--- src/ap_cache_pkg.sv ---
`default_nettype none

package ap_cache_pkg;

    // data word and column slice
    typedef logic [15:0] word_t;
    typedef logic [15:0] col_t;

    // memory and jump addresses
    typedef logic [15:0] maddr_t;
    typedef logic [27:0] jaddr_t;

    // bit position for column access
    typedef logic [3:0] bit_sel_t;

    typedef enum logic [2:0] {
        row_load,
        row_store,
        col_load,
        col_store,
        flush,
        jump_load
    } cache_op_e;

    typedef enum logic {
        id_cache,
        id_jump
    } req_id_e;

    typedef struct packed {
        cache_op_e op;
        maddr_t    addr;
        bit_sel_t  bit_sel;
        word_t     row;
        col_t      col;
    } cache_cmd_t;

    typedef struct packed {
        logic    write;
        maddr_t  addr;
        word_t   wdata;
        req_id_e id;
    } mem_req_t;

    typedef struct packed {
        word_t   rdata;
        req_id_e id;
    } mem_rsp_t;

endpackage

`default_nettype wire

--- src/mem_arbiter.sv ---
`timescale 1ns/1ps
`default_nettype none

module mem_arbiter
    import ap_cache_pkg::*;
#(
    parameter int queue_depth = 2
)
(
    input  wire        clk,
    input  wire        rst,
    input  wire        cache_valid,
    input  wire        mem_req_t cache_req,
    output logic       cache_grant,
    input  wire        jump_valid,
    input  wire        mem_req_t jump_req,
    output logic       jump_grant,
    output logic       ram_valid,
    output mem_req_t   ram_req,
    input  wire        credit_ret
);

    localparam int cred_w = $clog2(queue_depth + 1);

    logic [cred_w-1:0] credits;
    logic              prio_jump;
    logic              has_credit;

    assign has_credit = (credits != '0);

    // the loser of the last contest wins the next one
    assign cache_grant = has_credit && cache_valid && (!jump_valid || !prio_jump);
    assign jump_grant  = has_credit && jump_valid && (!cache_valid || prio_jump);

    assign ram_valid = cache_grant || jump_grant;
    assign ram_req   = jump_grant ? jump_req : cache_req;

    always_ff @(posedge clk or negedge rst)
    begin
        if (!rst)
        begin
            credits   <= cred_w'(queue_depth);
            prio_jump <= 1'b0;
        end
        else
        begin
            case ({ram_valid, credit_ret})
                2'b10:
                    credits <= credits - 1'b1;
                2'b01:
                    credits <= credits + 1'b1;
                default:
                    ;
            endcase
            if (cache_grant)
                prio_jump <= 1'b1;
            else if (jump_grant)
                prio_jump <= 1'b0;
        end
    end

    // more returns than grants would show up here
    credit_bound: assert property (
        @(posedge clk) disable iff (!rst) credits <= cred_w'(queue_depth));

    grant_onehot: assert property (
        @(posedge clk) disable iff (!rst) !(cache_grant && jump_grant));

endmodule

`default_nettype wire

--- config.mk ---
export PLATFORM = sky130hd
export DESIGN_NAME = mem_arbiter
export DESIGN_NICKNAME = d
export VERILOG_FILES = /design/src/ap_cache_pkg.sv /design/src/mem_arbiter.sv
export SDC_FILE = /design/constraint.sdc
export NUM_CORES = 1
export LEC_CHECK = 0
export BUFFER_PORTS_ARGS = -buffer_cell sky130_fd_sc_hd__buf_2
export CORE_AREA = 2 2 51 53
export CTS_CLUSTER_DIAMETER = 200
export DETAILED_ROUTE_END_ITERATION = 10
export DIE_AREA = 0 0 53 55
export HOLD_SLACK_MARGIN = 0.06
export PLACE_DENSITY = 0.76
export SLEW_MARGIN = 0
export SYNTH_ARGS = -nofsm -noshare
export SYNTH_HDL_FRONTEND = slang
export SYNTH_SLANG_ARGS = --single-unit
--- constraint.sdc ---
create_clock -name clk -period 1.85 [get_ports clk]
set_input_delay 0.37 -clock clk [delete_from_list [all_inputs] [get_ports clk]]
set_output_delay 0.37 -clock clk [all_outputs]
set_load 0.05 [all_outputs]
==> qor.txt <==
post-synthesis mux area share: 64.6%
required time worst endpoint: 1480 ps
nets: 248
fraction of synthesized cell area in xor and xnor cells: 4.43%
pin count of the biggest net entering global routing: 11
Synth Cell Area: 593 µm²
clock net sink count: 3
WL/cell: 16.0 µm
FF-to-FF path depth: 5
crit-path max FO: 10
Crit. Startpoint: credits[1]
slew of the pin with the lowest slew margin: 250 ps
top-count cell post-synth: mux2_2
share of layout cells above drive strength 1: 90.8%
vias per std cell: 4.57
io pins: 110
Setup crit end kind: output pin
Mean Syn Cell Area: 11.0 µm²
max-cap violations: 0
YS warnings: 0
Synth top cells by count: 34 x mux2_2, 3 x buf_6
Die ar.: 2920 µm²
global-route wire length before repair: 3.71 mm
Top FF cell, synth: dfrtp_1
clock skew: 0.213 ps
WL final: 3.24 mm
R2R setup slack: 410 ps
vias: 927
sequential element share of the synthesized area: 12.9%
Synth area leaders: mux2_2 65%, dfrtp_1 8.4%, buf_6 5.7%
RSZ-0062 raised after global routing: yes
Setup-failing EPs final: 34
Seq cells post-synth: 3
Cell variety after synth: 15
worst hold margin: 466 ps
die width: 53 µm
syn nets: 128
Worst Path Arrival: 1730 ps
initial antenna violation count: 0
compound-cell area share of the yosys netlist: 7.81%
Clock Pin Slew Worst Setup and Hold Paths: 40 ps
static leakage: 0.899 nW
reg2reg end: credits[1]
Fin. Hold Viols: 0
min-delay worst type: primary input to asynchronous set/reset pin
CP Class: flop to output pin
die height: 55 µm
final setup margin: -249 ps
relative slew slack: 83.4%
status: finished with violations
grt total ovfl: 0
crit share post-route: 113%
CTS buffer count: 3
Bufs on Longest Clock Path: 2
DRC: 0
I/O Buffers: 109
Final Max Slew Viols: 0
Final min period: 2100 ps
HPWL after DPL: 2.18 mm
Total GRT Usage: 17.4%
H-Tree Depth: 1
Achievable Freq: 476 MHz
Worst setup SP type: flop
1st-iter DRT viols: 5
Synth top area share: 64.6%
# rows: 18
core area: 2360 µm²
Post-synth EDFFs: 0
n_diodes: 0
FILL cells: 181
largest family of logic cells by synthesized area: multiplexers
R2R Path Start: credits[1]
Worst-Skew Late Latency: 230 ps
vias in the first global route: 903
share of flip-flops with an asynchronous set or reset: 100%
adder-cell share of the synthesized area: 2.11%
maximum vdd drop: 811 µV
Initial Util: 25.1%
CTS root buf: clkbuf_4
CTS tree: yes
failing checks: setup timing
simple-gate share of the synthesized area: 1.27%
routability cong.: 0.735
Final ANT Viol Nets: 0
Synth Instances: 54
post-synth top area cell: mux2_2
1st-pass router iterations: 2
Worst setup endpoint: ram_req[1]
Pwr Density: 1330 nW/µm²
Tot Pwr: 2.19 mW
Area Overhead vs Synth: 177%
==> report_power, final <==
group / switching [mW] / total (mW) / internal [mW]
Sequential: 0.0221 / 0.133 / 0.111
Clock: 0.0354 / 0.116 / 0.0809
Combinational: 1.08 / 1.94 / 0.861
Total: 1.13 / 2.19 / 1.05
==> layout make-up <==
class | count | area, µm² | share of cell area [%]
Clock buffer | 4 | 26.3 | 1.60
Inverter | 2 | 7.51 | 0.457
Multi-Input combinational cell | 46 | 577 | 35.1
Sequential cell | 3 | 76.3 | 4.65
Tap cell | 30 | 37.5 | 2.29
Timing Repair Buffer | 118 | 917 | 55.9
==> flip-flops by register name, summed over array words and instances, names as in the netlist <==
| signal | cells |
|---|---|
| credits | 2 |
| prio_jump | 1 |
==> metrics by stage <==
step	worst slack [ps]	TNS [ps]	util [%]	instances	instance area, µm²
after floorplan	-27.0	-762	-	54	631
after global placement	-46.9	-840	53.0	197	1250
after global routing	-294	-9300	69.4	203	1640
after CTS	-286	-8860	66.6	205	1570
final	-249	-7750	69.4	203	1640
after detailed placement	-66.5	-1230	53.0	197	1250
==> worst max-delay path, stage by stage (launching register included) <==
cell     delay [ps]
dfstp_2         530
o21ai_2          80
a21oi_4         190
buf_6           210
mux2_4          330
buf_8           150
==> worst min path at each step <==
stage	startpoint	to	slack, ps	cells past startpoint
finish	rst	prio_jump	470	2
global route	credit_ret	credits[0]	470	3
CTS	rst	prio_jump	460	2
global placement	rst	credits[0]	170	1
detailed placement	rst	prio_jump	170	1
floorplan	rst	credits[0]	70	0
==> cells in the final DEF, fill, tap and decap left out, drive strengths merged <==
master,instances
a21oi,2
buf,117
clkbuf,4
dfrtp,2
dfstp,1
dlygate4sd3,1
ha,1
inv,2
mux2,34
nand2,1
nor2,1
o21ai,3
o22ai,1
xnor2,1
xor2,2
==> routing by layer <==
| metal | GRT usage (%) | share of wire [%] | wire, µm |
|---|---|---|---|
| met1 | 17.5 | 31 | 998 |
| met2 | 34.4 | 54 | 1760 |
| met3 | 4.84 | 13 | 432 |
| met4 | 5.56 | 1.5 | 50 |
| met5 | 0 | 0 | 0 |
==> cells by family (layout without fill, tap and decap cells) <==
kind of cell               after synthesis  count (layout)
and+or+nand+nor                          2               2
DFF                                      3               3
muxes                                   34              34
adders and majority gates                1               1
AOI/OAI and AO/OA                        6               6
xor gates and xnor gates                 3               3
buffers and inverters                    5             124
==> what timing repair did <==
item                                    in CTS  in global routing
hold buffers                                 1                  0
pin swaps                                    0                  0
gates resized for setup                     78                 40
hold endpoints to repair                     2                  0
endpoints found under the setup margin      35                 35
cloned                                       1                  0
buffers inserted                             3                  0
(Power assumes the default switching activity.)
