<file path="config.mk">
export PLATFORM = sky130hd
export DESIGN_NAME = data_cache
export DESIGN_NICKNAME = d
export VERILOG_FILES = /design/src/ap_cache_pkg.sv /design/src/data_cache.sv
export SDC_FILE = /design/constraint.sdc
export NUM_CORES = 1
export LEC_CHECK = 0
export BUFFER_PORTS_ARGS = -buffer_cell sky130_fd_sc_hd__buf_2
export CAP_MARGIN = 20
export CORE_MARGIN = 2
export CORE_UTILIZATION = 44
export CTS_CLUSTER_SIZE = 10
export DETAILED_ROUTE_END_ITERATION = 12
export RECOVER_POWER = 50
export SLEW_MARGIN = 20
export SYNTH_ARGS = -nofsm -noshare
export SYNTH_HDL_FRONTEND = slang
export SYNTH_SLANG_ARGS = --single-unit
</file>
<file path="constraint.sdc">
create_clock -name clk -period 4.71 [get_ports clk]
set_input_delay 0.2355 -clock clk [delete_from_list [all_inputs] [get_ports clk]]
set_output_delay 0.2355 -clock clk [all_outputs]
set_load 0.05 [all_outputs]
</file>
<file path="src/ap_cache_pkg.sv">
`default_nettype none

package ap_cache_pkg;

    // data word and column slice
    typedef logic [15:0] word_t;
    typedef logic [15:0] col_t;

    // memory and jump addresses
    typedef logic [15:0] maddr_t;
    typedef logic [27:0] jaddr_t;

    // bit position for column access
    typedef logic [3:0] bit_sel_t;

    typedef enum logic [2:0] {
        row_load,
        row_store,
        col_load,
        col_store,
        flush,
        jump_load
    } cache_op_e;

    typedef enum logic {
        id_cache,
        id_jump
    } req_id_e;

    typedef struct packed {
        cache_op_e op;
        maddr_t    addr;
        bit_sel_t  bit_sel;
        word_t     row;
        col_t      col;
    } cache_cmd_t;

    typedef struct packed {
        logic    write;
        maddr_t  addr;
        word_t   wdata;
        req_id_e id;
    } mem_req_t;

    typedef struct packed {
        word_t   rdata;
        req_id_e id;
    } mem_rsp_t;

endpackage

`default_nettype wire

</file>
<file path="src/data_cache.sv">
`timescale 1ns/1ps
`default_nettype none

module data_cache
    import ap_cache_pkg::*;
#(
    parameter int line_words = 16
)
(
    input  wire        clk,
    input  wire        rst,
    input  wire        start,
    input  wire        cache_cmd_t cmd,
    output logic       done,
    output word_t      row_data,
    output col_t       col_data,
    output logic       req_valid,
    output mem_req_t   req,
    input  wire        grant,
    input  wire        mem_valid,
    input  wire        mem_rsp_t mem_rsp
);

    localparam int idx_w = $clog2(line_words);
    localparam int cnt_w = idx_w + 1;
    localparam int tag_w = $bits(maddr_t) - idx_w;

    typedef enum logic [2:0] {
        idle,
        write_back,
        fill,
        access,
        complete
    } state_e;

    state_e           state;
    state_e           state_n;
    cache_cmd_t       cmd_q;
    cache_cmd_t       cur;
    word_t            line [line_words];
    logic [tag_w-1:0] tag;
    logic             line_valid;
    logic             dirty;
    logic [idx_w-1:0] wb_cnt;
    logic [cnt_w-1:0] issue_cnt;
    logic [cnt_w-1:0] rcv_cnt;
    logic [idx_w-1:0] cur_idx;
    logic             hit;
    logic             do_access;
    logic             fill_wr;
    logic             wb_last;
    logic             fill_last;

    // live command while idle, latched copy afterwards
    assign cur       = (state == idle) ? cmd : cmd_q;
    assign cur_idx   = cur.addr[idx_w-1:0];
    assign hit       = line_valid && (cmd.addr[$bits(maddr_t)-1:idx_w] == tag);
    assign fill_wr   = (state == fill) && mem_valid && (mem_rsp.id == id_cache);
    assign wb_last   = (state == write_back) && grant && (wb_cnt == idx_w'(line_words - 1));
    assign fill_last = fill_wr && (rcv_cnt == cnt_w'(line_words - 1));
    assign do_access = (state == access) ||
                       ((state == idle) && start && hit && (cmd.op != flush));
    assign done      = (state == complete);

    always_comb
    begin
        state_n = state;
        case (state)
            idle:
            begin
                if (start)
                begin
                    if (cmd.op == flush)
                        state_n = dirty ? write_back : complete;
                    else if (hit)
                        state_n = complete;
                    else if (dirty)
                        state_n = write_back;
                    else
                        state_n = fill;
                end
            end
            write_back:
            begin
                if (wb_last)
                    state_n = (cmd_q.op == flush) ? complete : fill;
            end
            fill:
            begin
                if (fill_last)
                    state_n = access;
            end
            access:
                state_n = complete;
            default:
                state_n = idle;
        endcase
    end

    always_ff @(posedge clk or negedge rst)
    begin
        if (!rst)
        begin
            state      <= idle;
            tag        <= '0;
            line_valid <= 1'b0;
            dirty      <= 1'b0;
            wb_cnt     <= '0;
            issue_cnt  <= '0;
            rcv_cnt    <= '0;
        end
        else
        begin
            state <= state_n;
            if (state == idle)
            begin
                wb_cnt    <= '0;
                issue_cnt <= '0;
                rcv_cnt   <= '0;
            end
            if ((state == write_back) && grant)
                wb_cnt <= wb_cnt + 1'b1;
            if ((state == fill) && req_valid && grant)
                issue_cnt <= issue_cnt + 1'b1;
            if (fill_wr)
                rcv_cnt <= rcv_cnt + 1'b1;
            if (wb_last)
                dirty <= 1'b0;
            // new line base taken on the way into fill
            if ((state_n == fill) && (state != fill))
            begin
                tag        <= cur.addr[$bits(maddr_t)-1:idx_w];
                line_valid <= 1'b0;
                dirty      <= 1'b0;
            end
            if (fill_last)
                line_valid <= 1'b1;
            if (do_access && ((cur.op == row_store) || (cur.op == col_store)))
                dirty <= 1'b1;
        end
    end

    always_ff @(posedge clk)
    begin
        if (start && (state == idle))
            cmd_q <= cmd;
        if (fill_wr)
            line[rcv_cnt[idx_w-1:0]] <= mem_rsp.rdata;
        if (do_access)
        begin
            case (cur.op)
                row_load:
                    row_data <= line[cur_idx];
                row_store:
                    line[cur_idx] <= cur.row;
                col_load:
                    for (int j = 0; j < line_words; j++)
                        col_data[j] <= line[j][cur.bit_sel];
                col_store:
                    for (int j = 0; j < line_words; j++)
                        line[j][cur.bit_sel] <= cur.col[j];
                default:
                    ;
            endcase
        end
    end

    // writes during write-back, reads during fill
    assign req_valid = (state == write_back) ||
                       ((state == fill) && (issue_cnt != cnt_w'(line_words)));

    always_comb
    begin
        req.write = (state == write_back);
        req.addr  = (state == write_back) ? {tag, wb_cnt} : {tag, issue_cnt[idx_w-1:0]};
        req.wdata = line[wb_cnt];
        req.id    = id_cache;
    end

    start_only_idle: assert property (
        @(posedge clk) disable iff (!rst) start |-> (state == idle));

    // a fill word only answers a read already issued, never more than line_words of them
    fill_in_range: assert property (
        @(posedge clk) disable iff (!rst) fill_wr |-> (rcv_cnt < issue_cnt));

endmodule

`default_nettype wire

</file>
==> impl_metrics.py <==
metrics = {
    "placement": {
        "pre_cts_slack_ns": 0.837,
        "place.detailed.hpwl_um": 55200,
        "place_congestion": 0.951,
        "place_inst": 2518,
        "placement.io_buffers": 143,
    },
    "clock_tree": {
        "ctsResizeCount": 0,
        "cts_tree": "done",
        "clock_tree.root_cell": "clkbuf_16",
        "numClockSinks": 374,
        "ctsHoldBuffers": 56,
        "cts_setup_buffers": 0,
        "register_clock_pin_slew_on_the_reported_worst_setup_and_hold_paths_ns": 0.06,
        "ctsHtreeMaxLevel": 2,
        "clock_latency_ns": 0.60,
        "cts_max_path_buffers": 3,
        "tritoncts.num_buffers": 46,
    },
    "logic_synthesis": {
        "synth_most_common_cell": "nand2_1",
        "yosysWarningCount": 0,
        "synth_top_area_share_pct": 45.4,
        "synth_area_um2": 22700,
        "synth-compound-area-share_pct": 13.5,
        "distinct_cells_synth": 74,
        "seq_area_frac_synth_pct": 48.8,
        "post_synth_and_or_nand_nor_area_fraction_pct": 8.86,
        "synth_largest_area_cell": "edfxtp_1",
        "synthAdderAreaFrac_pct": 0.276,
        "synth-async-reset-ratio_pct": 8.29,
        "dominantRegCellSynth": "edfxtp_1",
        "synth_mux_area_share_pct": 23.8,
        "postSynthNetCount": 1882,
        "synth_top_cells_by_area": "edfxtp_1, mux4_2, nand2_1",
        "synth_edf_count": 343,
        "post_synth_most_frequent_cells": "nand2_1, edfxtp_1, mux4_2, a21oi_1, o21ai_0",
        "xor_and_xnor_area_share_after_synthesis_pct": 0.540,
        "main_combinational_cell_family_by_area_after_synthesis": "multiplexers",
        "avgSynthCellArea_um2": 12.6,
        "synthCells": 1800,
        "ys_seq_elements": 374,
    },
    "setup_path": {
        "cpMaxStageDelayCell": "dfrtp_1",
        "worstSetupStartpointType": "flop",
        "worst_ep_arrival_time_ns": 4.09,
        "critPathKind": "flop to output pin",
        "critical-path-top-cell-by-count": "mux4_2",
        "timing.critical_path.required_ns": 4.47,
        "critPathMaxFanout": 38,
        "critical-path-max-stage-delay_ns": 1.70,
        "worst_setup_path_end_kind": "output pin",
        "cp_cell_sequence": "buf_4, mux4_2, mux4_2, clkbuf_1",
    },
    "global_route": {
        "aggregate_global_route_resource_usage_pct": 30.5,
        "antenna_found_initial": 4,
        "wire_length_of_the_first_global_routing_pass_um": 118000,
        "pin_count_of_the_biggest_net_entering_global_routing": 60,
        "gr-total-overflow": 0,
        "first_global_vias": 17400,
    },
    "sta": {
        "final_min_period_ns": 4.33,
        "final-setup-viol-count": 0,
        "max_slew_margin_pct": -34.7,
        "hold_viol": 0,
        "fmax_mhz": 231,
        "fin_setup_tns_ns": 0,
        "grt_setup_unrepaired": "no",
        "final_max_slew_viol_count": 130,
        "slew_of_the_pin_with_the_lowest_slew_margin_ns": 2.02,
        "clock-skew-final_ns": 0.0218,
        "fin_ws_ns": 0.384,
        "fin_crit_sh_pct": 91.9,
    },
    "final_layout": {
        "area.growth.synth_to_final_pct": 13.9,
        "antenna_cells_inserted": 0,
        "layout-drive-gt1-share_pct": 21.5,
        "finalNonFillerCells": 2645,
        "layout.core_utilization_pct": 50.5,
        "fin_nets": 2024,
    },
    "run_status": {
        "violations": "max-capacitance violations, max-slew violations",
        "outcome": "finished with violations",
    },
    "pwr": {
        "leakagePower_nw": 10.1,
        "finalPower_mw": 10.9,
        "power.density_cell_area_nw_per_um2": 422,
        "vdd_drop_max_uv": 360,
    },
    "die": {
        "fp.dieW_um": 231,
        "design.die.area_um2": 53400,
        "num_rows": 83,
        "num_ports": 145,
        "core_outline_area_um2": 51200,
        "start_util_pct": 44.3,
        "dieHeight_um": 231,
    },
    "drt": {
        "totalWireLength_um": 81600,
        "ant_nets": 0,
        "drt_iter0_drcs": 2752,
        "wl_per_cell_um": 30.8,
        "route.vias.total": 18000,
        "drcViolationCount": 0,
        "drt_first_pass_iters": 7,
        "routed_via_density": 6.79,
    },
    "min_path": {
        "worst_hold_path_type": "primary input to flop",
    },
    "flow_run": {
        "max-cap-violations": 3,
    },
}
-- final cells by class --
class / instances / area (µm²)
Clock buffer: 60 / 1220
Clock inverter: 11 / 78.8
Fill cell: 4447 / 25400
Inverter: 6 / 22.5
Multi-Input combinational cell: 1231 / 10800
Sequential cell: 374 / 11100
Tap cell: 680 / 851
Timing Repair Buffer: 283 / 1780
-- flip-flops by register name (all words and copies together), names as in the netlist --
name and flops:
col_data 16, issue_cnt 5, line_valid 1, tag 12
dirty 1, wb_cnt 4, line 256, row_data 16
rcv_cnt 5, state 3, cmd_q 55
-- final timing paths --
path,start,end,slack [ns],cells past startpoint
min in group asynchronous,rst,tag[1],0.65,2
worst max register to register,state[1],line[15][10],0.42,8
worst min register to register,issue_cnt[4],issue_cnt[4],0.47,1
max in group asynchronous,rst,wb_cnt[0],2.83,2
worst max-delay path,wb_cnt[1],req[3],0.38,4
worst min-delay path,mem_rsp[0],rcv_cnt[1],0.07,5
-- metrics by stage --
stage          instance area [µm²]  hold WS [ns]
2_1_floorplan                22700       -0.0601
3_3_place_gp                 24200         0.335
3_5_place_dp                 24200         0.343
4_1_cts                      26100        0.0540
5_1_grt                      25800        0.0724
6_report                     25800        0.0736
-- logic make-up after synthesis --
family	count (synthesis)
xor+xnor	14
compound gates	473
mux	278
simple gates	460
other cells	1
fa+ha+maj	5
flops	374
buf+inv	195
-- routing by layer --
metal	wire length [µm]	up-vias	global-route usage, %	part of all wire [%]
li1	-	7357	-	-
met1	29900	8981	40.9	37
met2	36100	1384	45.9	44
met3	10900	238	8.61	13
met4	4700	6	14.8	5.8
met5	39	-	0	0.048
-- power breakdown --
| group | switching [mW] | internal [mW] |
|---|---|---|
| combinational | 2.32 | 1.24 |
| sequential | 0.181 | 3.90 |
| clock | 1.41 | 1.86 |
| total | 3.92 | 6.99 |
-- critical path: cells and delay by family (launching register included) --
kind,cells,cell delay [ns]
buffers and inverters,2,0.84
flip-flops,1,1.70
multiplexers,2,0.89
-- cell usage in the layout (no fill, tap or decap), types with 5 or more instances in the layout --
cell type / instances
a2111oi_4: 5
a21oi_1: 168
a22oi_1: 65
a31oi_1: 12
and2_1: 5
and3_1: 7
buf_12: 6
buf_2: 23
buf_4: 63
clkbuf_1: 143
clkbuf_16: 47
clkbuf_2: 5
clkinv_1: 7
dfrtp_1: 30
dlygate4sd3_1: 56
edfxtp_1: 343
ha_1: 5
inv_1: 6
mux2_2: 5
mux2i_1: 47
mux2i_2: 10
mux2i_4: 7
mux4_2: 208
nand2_1: 354
nand3_1: 29
nand4_1: 12
nor2_1: 8
nor2b_1: 7
nor3_1: 5
o2111a_1: 6
o2111ai_1: 8
o211ai_1: 17
o21ai_0: 133
o22ai_1: 5
o22ai_2: 5
o22ai_4: 6
o31ai_1: 5
xnor2_1: 12
Power figures use the tool's default switching activity.
