==> config.mk <==
export PLATFORM = sky130hd
export DESIGN_NAME = jump_fetch
export DESIGN_NICKNAME = d
export VERILOG_FILES = /design/src/ap_cache_pkg.sv /design/src/jump_fetch.sv
export SDC_FILE = /design/constraint.sdc
export NUM_CORES = 1
export LEC_CHECK = 0
export ABC_AREA = 1
export BUFFER_PORTS_ARGS = -buffer_cell sky130_fd_sc_hd__buf_2
export CORE_AREA = 2 2 63 65
export CTS_CLUSTER_DIAMETER = 40
export DETAILED_ROUTE_END_ITERATION = 12
export DIE_AREA = 0 0 65 67
export GPL_ROUTABILITY_DRIVEN = 0
export PLACE_DENSITY = 0.89
export SYNTH_ARGS = -nofsm -noshare
export SYNTH_HDL_FRONTEND = slang
export SYNTH_SLANG_ARGS = --single-unit
==> constraint.sdc <==
create_clock -name clk -period 3 [get_ports clk]
set_clock_uncertainty 0.1 [all_clocks]
set_input_delay 0.45 -clock clk [delete_from_list [all_inputs] [get_ports clk]]
set_output_delay 0.45 -clock clk [all_outputs]
set_load 0.1 [all_outputs]
==> src/ap_cache_pkg.sv <==
`default_nettype none

package ap_cache_pkg;

    // data word and column slice
    typedef logic [15:0] word_t;
    typedef logic [15:0] col_t;

    // memory and jump addresses
    typedef logic [15:0] maddr_t;
    typedef logic [27:0] jaddr_t;

    // bit position for column access
    typedef logic [3:0] bit_sel_t;

    typedef enum logic [2:0] {
        row_load,
        row_store,
        col_load,
        col_store,
        flush,
        jump_load
    } cache_op_e;

    typedef enum logic {
        id_cache,
        id_jump
    } req_id_e;

    typedef struct packed {
        cache_op_e op;
        maddr_t    addr;
        bit_sel_t  bit_sel;
        word_t     row;
        col_t      col;
    } cache_cmd_t;

    typedef struct packed {
        logic    write;
        maddr_t  addr;
        word_t   wdata;
        req_id_e id;
    } mem_req_t;

    typedef struct packed {
        word_t   rdata;
        req_id_e id;
    } mem_rsp_t;

endpackage

`default_nettype wire

==> src/jump_fetch.sv <==
`timescale 1ns/1ps
`default_nettype none

module jump_fetch
    import ap_cache_pkg::*;
(
    input  wire        clk,
    input  wire        rst,
    input  wire        start,
    input  wire        maddr_t addr,
    output logic       done,
    output jaddr_t     jmp,
    output logic       req_valid,
    output mem_req_t   req,
    input  wire        grant,
    input  wire        mem_valid,
    input  wire        mem_rsp_t mem_rsp
);

    typedef enum logic [1:0] {
        jf_idle,
        jf_issue,
        jf_wait
    } state_e;

    state_e state;
    maddr_t addr_q;
    logic   rsp_hit;

    // only responses tagged for this requester
    assign rsp_hit   = (state == jf_wait) && mem_valid && (mem_rsp.id == id_jump);
    assign req_valid = (state == jf_issue);

    always_comb
    begin
        req.write = 1'b0;
        req.addr  = addr_q;
        req.wdata = '0;
        req.id    = id_jump;
    end

    always_ff @(posedge clk or negedge rst)
    begin
        if (!rst)
        begin
            state <= jf_idle;
            done  <= 1'b0;
            jmp   <= '0;
        end
        else
        begin
            done <= rsp_hit;
            case (state)
                jf_idle:
                begin
                    if (start)
                    begin
                        state <= jf_issue;
                        jmp   <= '0;
                    end
                end
                jf_issue:
                begin
                    if (grant)
                        state <= jf_wait;
                end
                jf_wait:
                begin
                    if (rsp_hit)
                    begin
                        state <= jf_idle;
                        jmp   <= jaddr_t'(mem_rsp.rdata);
                    end
                end
                default:
                    state <= jf_idle;
            endcase
        end
    end

    always_ff @(posedge clk)
    begin
        if (start && (state == jf_idle))
            addr_q <= addr;
    end

endmodule

`default_nettype wire

==> flow_summary.yaml, run 1 <==
routing:
  vias: 1162
  drc: 0
  vias_per_cell: 4.50
  wl_per_cell_um: 12.1
  drtIter0Drc: 38
  routed_wl_um: 3130
  postRouteAntennaNets: 0
  dr.pass1.iters: 5
synthesis:
  avgSynthCellArea_um2: 11.9
  syn_area_um2: 1640
  synth_top_area_cell: "edfxtp_1"
  synthTopCellsByArea: "edfxtp_1, dfrtp_1, buf_4"
  seq_area_frac_synth: 0.583
  synth_most_common_cell: "buf_4"
  yosys-top-cells-count: "buf_4, dfrtp_1, edfxtp_1, nand4_1, nand2_1"
  synth_cells: 138
  yosysUniqueCellTypes: 16
  synthArstFlopShare: 0.543
  synth_ff_type: "dfrtp_1"
  synth_seq_cells: 35
  synth_top_area_share: 0.293
  yosysWarningCount: 0
  synth-edff-count: 16
critical_path:
  ff2ff_setup_slack_ps: 1250
  arrival_ps: 1630
  slowest_delay_ps: 620
  crit_chain: "nor2_1 > buf_2"
  critPathLaunch: "state[1]"
  start_kind: "flop"
  critPathSlowestCell: "dfrtp_1"
  crit_path_max_fanout: 19
  crit_family: "flip-flops"
  worst-path-buf-inv: 1
  r2r-start: "state[1]"
  end_kind: "primary output"
  worstSetupPathType: "flop to primary output"
  critPathRequiredTime_ps: 2450
sta:
  fin_crit_sh: 0.728
  hold_viol_final: 0
  max_slew_margin: 0.566
  min_period_ps: 2180
  tns_ps: 0
  worst_pin_slew_ps: 651
  drv_slew: 0
  finalWorstSetupSlack_ps: 816
  setup-violations-final: 0
  fmax_ghz: 0.458
  rsz0062_at_grt: "no"
global_routing:
  grt_pass1_vias: 1023
  antenna_found_initial: 0
  grt_pass1_wl_um: 4750
  gr-total-overflow: 0
  grt_max_degree: 20
  grt_util_all_layers: 0.150
cts:
  cts_buffers: 5
  clk_latency_ps: 280
  cts-root-buf: "clkbuf_8"
  clk_pin_slew_ps: 70
  cts_sinks: 35
  cts_tree: "built"
  cts.path.max_buffers: 2
  htree_levels: 2
floorplan:
  initial_utilization: 0.455
  io-pin-count: 102
  rows: 22
  die_w_um: 65
  die_y_um: 67
  die_area_um2: 4360
  coreArea_um2: 3610
status:
  outcome: "finished, final reports clean"
power_and_ir_drop:
  powerDensity_nw_per_um2: 1180
  ir_drop_mv: 0.564
  p_leak_nw: 1.06
min_path:
  holdCritStartpoint: "addr[6]"
  holdCritPathClass: "input pin to flop"
placement:
  portBuffers: 71
  dp_slack_ps: 1150
  hpwl_um: 2410
final_layout:
  fin_nets: 247
  fillers: 318
  n_antenna_cell: 0
  area_growth_syn_to_layout_pct: 20.6
  drive_above_1_share: 0.495
job:
  max_cap_viol_count: 0
[cell type report]
type | instances | area, um2 | share of cell area
clock buffer | 7 | 76.3 | 0.0386
timing repair buffer | 72 | 365 | 0.185
sequential | 35 | 956 | 0.484
multi-input combinational | 89 | 492 | 0.249
clock inverter | 1 | 5.00 | 0.00253
inverter | 6 | 22.5 | 0.0114
tap | 48 | 60.1 | 0.0304
[where the power goes]
| group | internal, mW | leakage, nW | switching [mW] |
|---|---|---|---|
| logic | 0.150 | 0.613 | 1.15 |
| clock network | 0.162 | 0.0422 | 0.149 |
| registers | 0.630 | 0.409 | 0.0942 |
[metrics by stage]
step | hold WS [ps] | power, mW | util | cell area [um2] | instances
after floorplan | 54.4 | 1.91 | - | 1740 | 166
after global placement | 303 | 2.01 | 0.523 | 1890 | 249
after detailed placement | 308 | 2.03 | 0.523 | 1890 | 249
after CTS | 235 | 2.35 | 0.548 | 1980 | 258
after global routing | 235 | 2.43 | 0.548 | 1980 | 258
final | 247 | 2.33 | 0.548 | 1980 | 258
[state kept, by name, indices dropped and copies added (netlist names)]
signal / flops
addr_q: 16
done: 1
jmp: 16
state: 2
[path summary, 6_finish.rpt]
path / endpoint / cells after the start
worst min-delay path: addr_q[6] / 1
max in group asynchronous: done / 2
worst max-delay path: req_valid / 2
worst max register to register: addr_q[13] / 3
min in group asynchronous: jmp[15] / 2
worst min register to register: jmp[2] / 2
[what timing repair did]
item | CTS | global route
endpoints found under the hold margin | 9 | 0
hold buffers | 1 | 0
setup endpoints to repair | 0 | 0
gates resized for setup | 0 | 0
setup buffers | 0 | 0
[layer usage]
| layer | part of all wire | vias to the layer above | global-route usage |
|---|---|---|---|
| li1 | - | 551 | - |
| met1 | 0.39 | 524 | 0.164 |
| met2 | 0.47 | 81 | 0.247 |
| met3 | 0.12 | 6 | 0.0541 |
| met4 | 0.017 | 0 | 0.0931 |
| met5 | 0 | - | 0 |
[placed cells by master (no fill, tap or decap)]
master         instances
clkbuf_8               5
nand2_1               13
nand2_2                9
nand3_2                9
inv_2                  5
conb_1                30
dlygate4sd3_1          1
edfxtp_1              16
nand4_1               16
inv_1                  1
buf_2                 71
clkinv_2               1
nand2_4                2
clkbuf_1               2
nor2_1                 1
nand3_1                7
nor2_4                 2
dfrtp_1               19
[cell families after synthesis]
kind of cell,count (synthesis),share of synthesized area
other cells,2,0.00458
simple gates,59,0.231
flops,35,0.583
buf+inv,42,0.181
Note: power is estimated with default switching activity, not from simulation.
==> run 2: changes to the inputs <==
--- a/config.mk
+++ b/config.mk
@@ -7,12 +7,12 @@
 export LEC_CHECK = 0
 export ABC_AREA = 1
 export BUFFER_PORTS_ARGS = -buffer_cell sky130_fd_sc_hd__buf_2
-export CORE_AREA = 2 2 63 65
+export CORE_AREA = 2 2 69 71
 export CTS_CLUSTER_DIAMETER = 40
 export DETAILED_ROUTE_END_ITERATION = 12
-export DIE_AREA = 0 0 65 67
+export DIE_AREA = 0 0 71 73
 export GPL_ROUTABILITY_DRIVEN = 0
-export PLACE_DENSITY = 0.89
+export PLACE_DENSITY = 0.8
 export SYNTH_ARGS = -nofsm -noshare
 export SYNTH_HDL_FRONTEND = slang
 export SYNTH_SLANG_ARGS = --single-unit
==> constraint.sdc (replaced) <==
create_clock -name clk -period 1.81 [get_ports clk]
set_clock_uncertainty 0.1 [all_clocks]
set_input_delay 0.2715 -clock clk [delete_from_list [all_inputs] [get_ports clk]]
set_output_delay 0.2715 -clock clk [all_outputs]
set_load 0.1 [all_outputs]
==> run 2 against run 1 <==
Worst hold slack worse by 180 ps; die area is 19% higher; flip-flop and latch count is the same; wire length decreased by 0.19%; clock power up 67%; first-iteration DRC count decreased by 61%; non-clock buffer count rose by 2; highest routed layer unchanged.
==> flow_summary.yaml, run 2 (same netlist as run 1, synthesis figures left out) <==
status:
  outcome: "finished, final reports clean"
global_routing:
  gr-total-overflow: 0
  grt_pass1_vias: 1039
  antenna_found_initial: 0
  grt_pass1_wl_um: 4730
  grt_util_all_layers: 0.121
  grt_max_degree: 20
routing:
  dr.pass1.iters: 4
  drc: 0
  vias: 1133
  wl_per_cell_um: 11.7
  vias_per_cell: 4.26
  drtIter0Drc: 15
  routed_wl_um: 3120
  postRouteAntennaNets: 0
cts:
  htree_levels: 2
  cts-root-buf: "clkbuf_8"
  clk_pin_slew_ps: 70
  clk_latency_ps: 280
  cts.path.max_buffers: 2
  cts_tree: "built"
  cts_buffers: 5
  cts_sinks: 35
  cts.repair.resized: 0
critical_path:
  ff2ff_path_depth: 3
  slowest_delay_ps: 460
  arrival_ps: 1330
  critPathRequiredTime_ps: 1440
  crit_chain: "inv_2 > nor2_2 > buf_12"
  critPathSlowestCell: "dfrtp_1"
  critPathLaunch: "state[0]"
  crit_path_max_fanout: 17
  ff2ff_setup_slack_ps: 360
  r2r-start: "state[1]"
  worstSetupPathType: "flop to primary output"
  start_kind: "flop"
  worstReg2RegEnd: "addr_q[3]"
  end_kind: "primary output"
sta:
  fin_crit_sh: 0.942
  hold_viol_final: 0
  drv_slew: 0
  tns_ps: 0
  fmax_ghz: 0.587
  min_period_ps: 1700
  rsz0062_at_grt: "no"
  setup-violations-final: 0
floorplan:
  die_w_um: 71
  initial_utilization: 0.361
  rows: 25
  coreArea_um2: 4540
  die_y_um: 73
  die_area_um2: 5180
  io-pin-count: 102
final_layout:
  fillers: 446
  n_antenna_cell: 0
  largest_registers: "addr_q (16), jmp (16), state (2)"
  fin_nets: 249
  seqCellArea_um2: 956
  final_cell_mix: "buf_2, conb_1, dfrtp_1"
  final_common_cell: "buf_2"
  area_growth_syn_to_layout_pct: 23.1
  multi_input_comb_area_um2: 494
  drive_above_1_share: 0.505
placement:
  portBuffers: 71
  hpwl_um: 2390
power_and_ir_drop:
  total_power_mw: 3.94
  ir_drop_mv: 0.562
  powerDensity_nw_per_um2: 1950
  p_leak_nw: 1.08
min_path:
  holdCritStartpoint: "addr[2]"
  holdCritPathClass: "input pin to flop"
  worstHoldEndpoint: "addr_q[2]"
  whs_path_depth: 1
job:
  max_cap_viol_count: 0
run 2: final cells by class:
cell class              instances  area share
clock buffers                   6      0.0360
inverters                       6      0.0112
well taps                      54      0.0335
clock inverters                 2     0.00434
repair buffers                 74       0.196
flip-flops and latches         35       0.474
multi-input cells              89       0.245
run 2: worst max path at each step:
stage	to	slack (ps)	cells past startpoint
final	req_valid	110	3
after global routing	req_valid	8	3
after CTS	req_valid	70	3
after detailed placement	addr_q[10]	370	3
after global placement	addr_q[10]	420	3
after floorplan	req_valid	80	2
run 2: repair_timing:
item                                   4_1_cts  5_1_grt
setup buffers                                0        0
hold buffers                                 1        0
endpoints found under the hold margin       19        0
run 2: per-stage QoR:
step	hold WS, ps	area, um2	utilization	instances	setup WS, ps
floorplan	-124	1750	-	166	76.0
global placement	130	1930	0.425	257	418
detailed placement	135	1930	0.425	257	375
CTS	56.5	2020	0.445	266	71.0
global route	49.1	2020	0.445	266	7.83
finish	66.3	2020	0.445	266	106
run 2: worst max-delay path: cells and delay by family (launching register included):
kind	cells	cell delay (ps)
buf+inv	2	370
flops	1	460
simple gates	1	210
run 2: routing by layer:
layer,global-route usage,part of all wire
met1,0.121,0.37
met2,0.213,0.47
met3,0.0677,0.14
met4,0.0440,0.014
met5,0,0
run 2: power by group:
part / internal, mW / total, mW / switching (mW)
Clock: 0.264 / 0.520 / 0.256
Combinational: 0.309 / 2.24 / 1.93
Sequential: 1.04 / 1.17 / 0.128
Total: 1.62 / 3.94 / 2.32
==> run 3: changes to the inputs <==
--- a/config.mk
+++ b/config.mk
@@ -13,6 +13,7 @@
 export DIE_AREA = 0 0 71 73
 export GPL_ROUTABILITY_DRIVEN = 0
 export PLACE_DENSITY = 0.8
+export SLEW_MARGIN = 20
 export SYNTH_ARGS = -nofsm -noshare
 export SYNTH_HDL_FRONTEND = slang
 export SYNTH_SLANG_ARGS = --single-unit
==> constraint.sdc (replaced) <==
create_clock -name clk -period 1.81 [get_ports clk]
set_clock_uncertainty 0.1 [all_clocks]
set_input_delay 0.4525 -clock clk [delete_from_list [all_inputs] [get_ports clk]]
set_output_delay 0.4525 -clock clk [all_outputs]
set_load 0.1 [all_outputs]
==> run 3 against run 2 <==
Critical path depth down 1; flip-flop and latch count unchanged; wire length up 7.0%; clock-buffer cell count unchanged; largest power group unchanged.
==> flow_summary.yaml, run 3 (same netlist as run 1, synthesis figures left out) <==
status:
  outcome: "finished, final reports clean"
critical_path:
  end_kind: "primary output"
  critPathRequiredTime_ps: 1260
  crit_path_max_fanout: 10
  worst-path-buf-inv: 1
  crit_family: "flip-flops"
  worstSetupPathType: "flop to primary output"
  crit_chain: "nor2_4 > buf_12"
  arrival_ps: 1150
  slowest_delay_ps: 500
  start_kind: "flop"
  critPathSlowestCell: "dfrtp_2"
global_routing:
  gr-total-overflow: 0
  grt_max_degree: 20
  grt_pass1_wl_um: 5150
  grt_pass1_vias: 1088
  antenna_found_initial: 0
  grt_util_all_layers: 0.133
cts:
  cts.path.max_buffers: 2
  cts-root-buf: "clkbuf_8"
  cts_tree: "built"
  htree_levels: 2
  clk_pin_slew_ps: 70
  cts_sinks: 35
  cts_buffers: 5
  clk_latency_ps: 280
  cts.hold.buffers_added: 0
  cts_setup_buffers: 0
sta:
  tns_ps: 0
  fin_crit_sh: 0.939
  hold_viol_final: 0
  whs_ps: 10.4
  finalWorstSetupSlack_ps: 111
  drv_slew: 0
  rsz0062_at_grt: "no"
  min_period_ps: 1700
  setup-violations-final: 0
  fmax_ghz: 0.589
power_and_ir_drop:
  p_leak_nw: 1.10
  seq_power_share: 0.281
  netSwitchingPower_mw: 2.36
  power_frac_clock: 0.172
  powerDensity_nw_per_um2: 2030
  swShare: 0.565
  ir_drop_mv: 0.688
  total_power_mw: 4.18
  power_frac_comb: 0.547
  power.internal_mw: 1.82
floorplan:
  io-pin-count: 102
  rows: 25
  coreArea_um2: 4540
  die_w_um: 71
  die_y_um: 73
  initial_utilization: 0.361
  die_area_um2: 5180
routing:
  vias_per_cell: 4.37
  wl_per_cell_um: 12.5
  postRouteAntennaNets: 0
  routed_wl_um: 3340
  dr.pass1.iters: 2
  drc: 0
  drtIter0Drc: 13
  vias: 1168
final_layout:
  final_area_um2: 2060
  largest_registers: "addr_q (16), jmp (16), state (2)"
  n_antenna_cell: 0
  final_common_cell: "buf_2"
  fin_cells: 267
  drive_above_1_share: 0.526
  fin_util: 0.455
  fin_nets: 250
  final_cell_mix: "buf_2, conb_1, dfrtp_1"
  area_growth_syn_to_layout_pct: 26.0
placement:
  hpwl_um: 2480
  place_inst: 259
  portBuffers: 71
  place_area_um2: 1950
  dp_slack_ps: 347
min_path:
  holdCritPathClass: "input pin to async pin"
job:
  max_cap_viol_count: 0
-- run 3: changes by cell type in the layout (fill, tap and decap cells not counted), sizes merged --
cell	before	now
dlygate4sd3	1	0
bufinv	0	1
clkinv	2	1
buf	73	75
-- run 3: per-layer routing --
layer / part of all wire / track usage
met1: 0.42 / 0.155
met2: 0.45 / 0.215
met3: 0.12 / 0.0622
met4: 0.015 / 0.0503
met5: 0 / 0
-- run 3: worst paths after layout --
check | startpoint | end | slack (ps) | cells after the start
min | rst | jmp[1] | 10 | 1
min in group clk | addr[14] | addr_q[14] | 240 | 1
min reg2reg | jmp[0] | jmp[0] | 390 | 2
max | state[1] | req_valid | 110 | 2
max reg2reg | state[1] | addr_q[12] | 430 | 3
max in group asynchronous | rst | state[1] | 1260 | 1
-- run 3: area by class of cell --
| cell class | instances | area (um2) |
|---|---|---|
| Sequential cell | 35 | 957 |
| Multi-Input combinational cell | 89 | 499 |
| Clock inverter | 2 | 35.0 |
| Timing Repair Buffer | 75 | 400 |
| Fill cell | 434 | 2470 |
| Tap cell | 54 | 67.6 |
| Clock buffer | 6 | 82.6 |
| Inverter | 6 | 22.5 |
-- run 3: worst register-to-register path, delay by kind of cell (launching register included) --
family / cells / cell delay (ps)
buffers and inverters: 1 / 240
flip-flops: 1 / 500
AND/OR/NAND/NOR: 2 / 200
-- run 3: timing repair --
item | in CTS | in global routing
gates resized for setup | 0 | 1
endpoints found under the hold margin | 0 | 0
setup endpoints to repair | 0 | 1
-- run 3: power groups by stage --
| stage | combinational (mW) | clock (mW) | sequential, mW |
|---|---|---|---|
| CTS | 2.30 | 0.741 | 1.17 |
| global route | 2.37 | 0.784 | 1.20 |
| floorplan | 0.847 | 0 | 2.33 |
| finish | 2.29 | 0.720 | 1.17 |
| detailed placement | 2.30 | 0 | 1.19 |
| global placement | 2.28 | 0 | 1.18 |
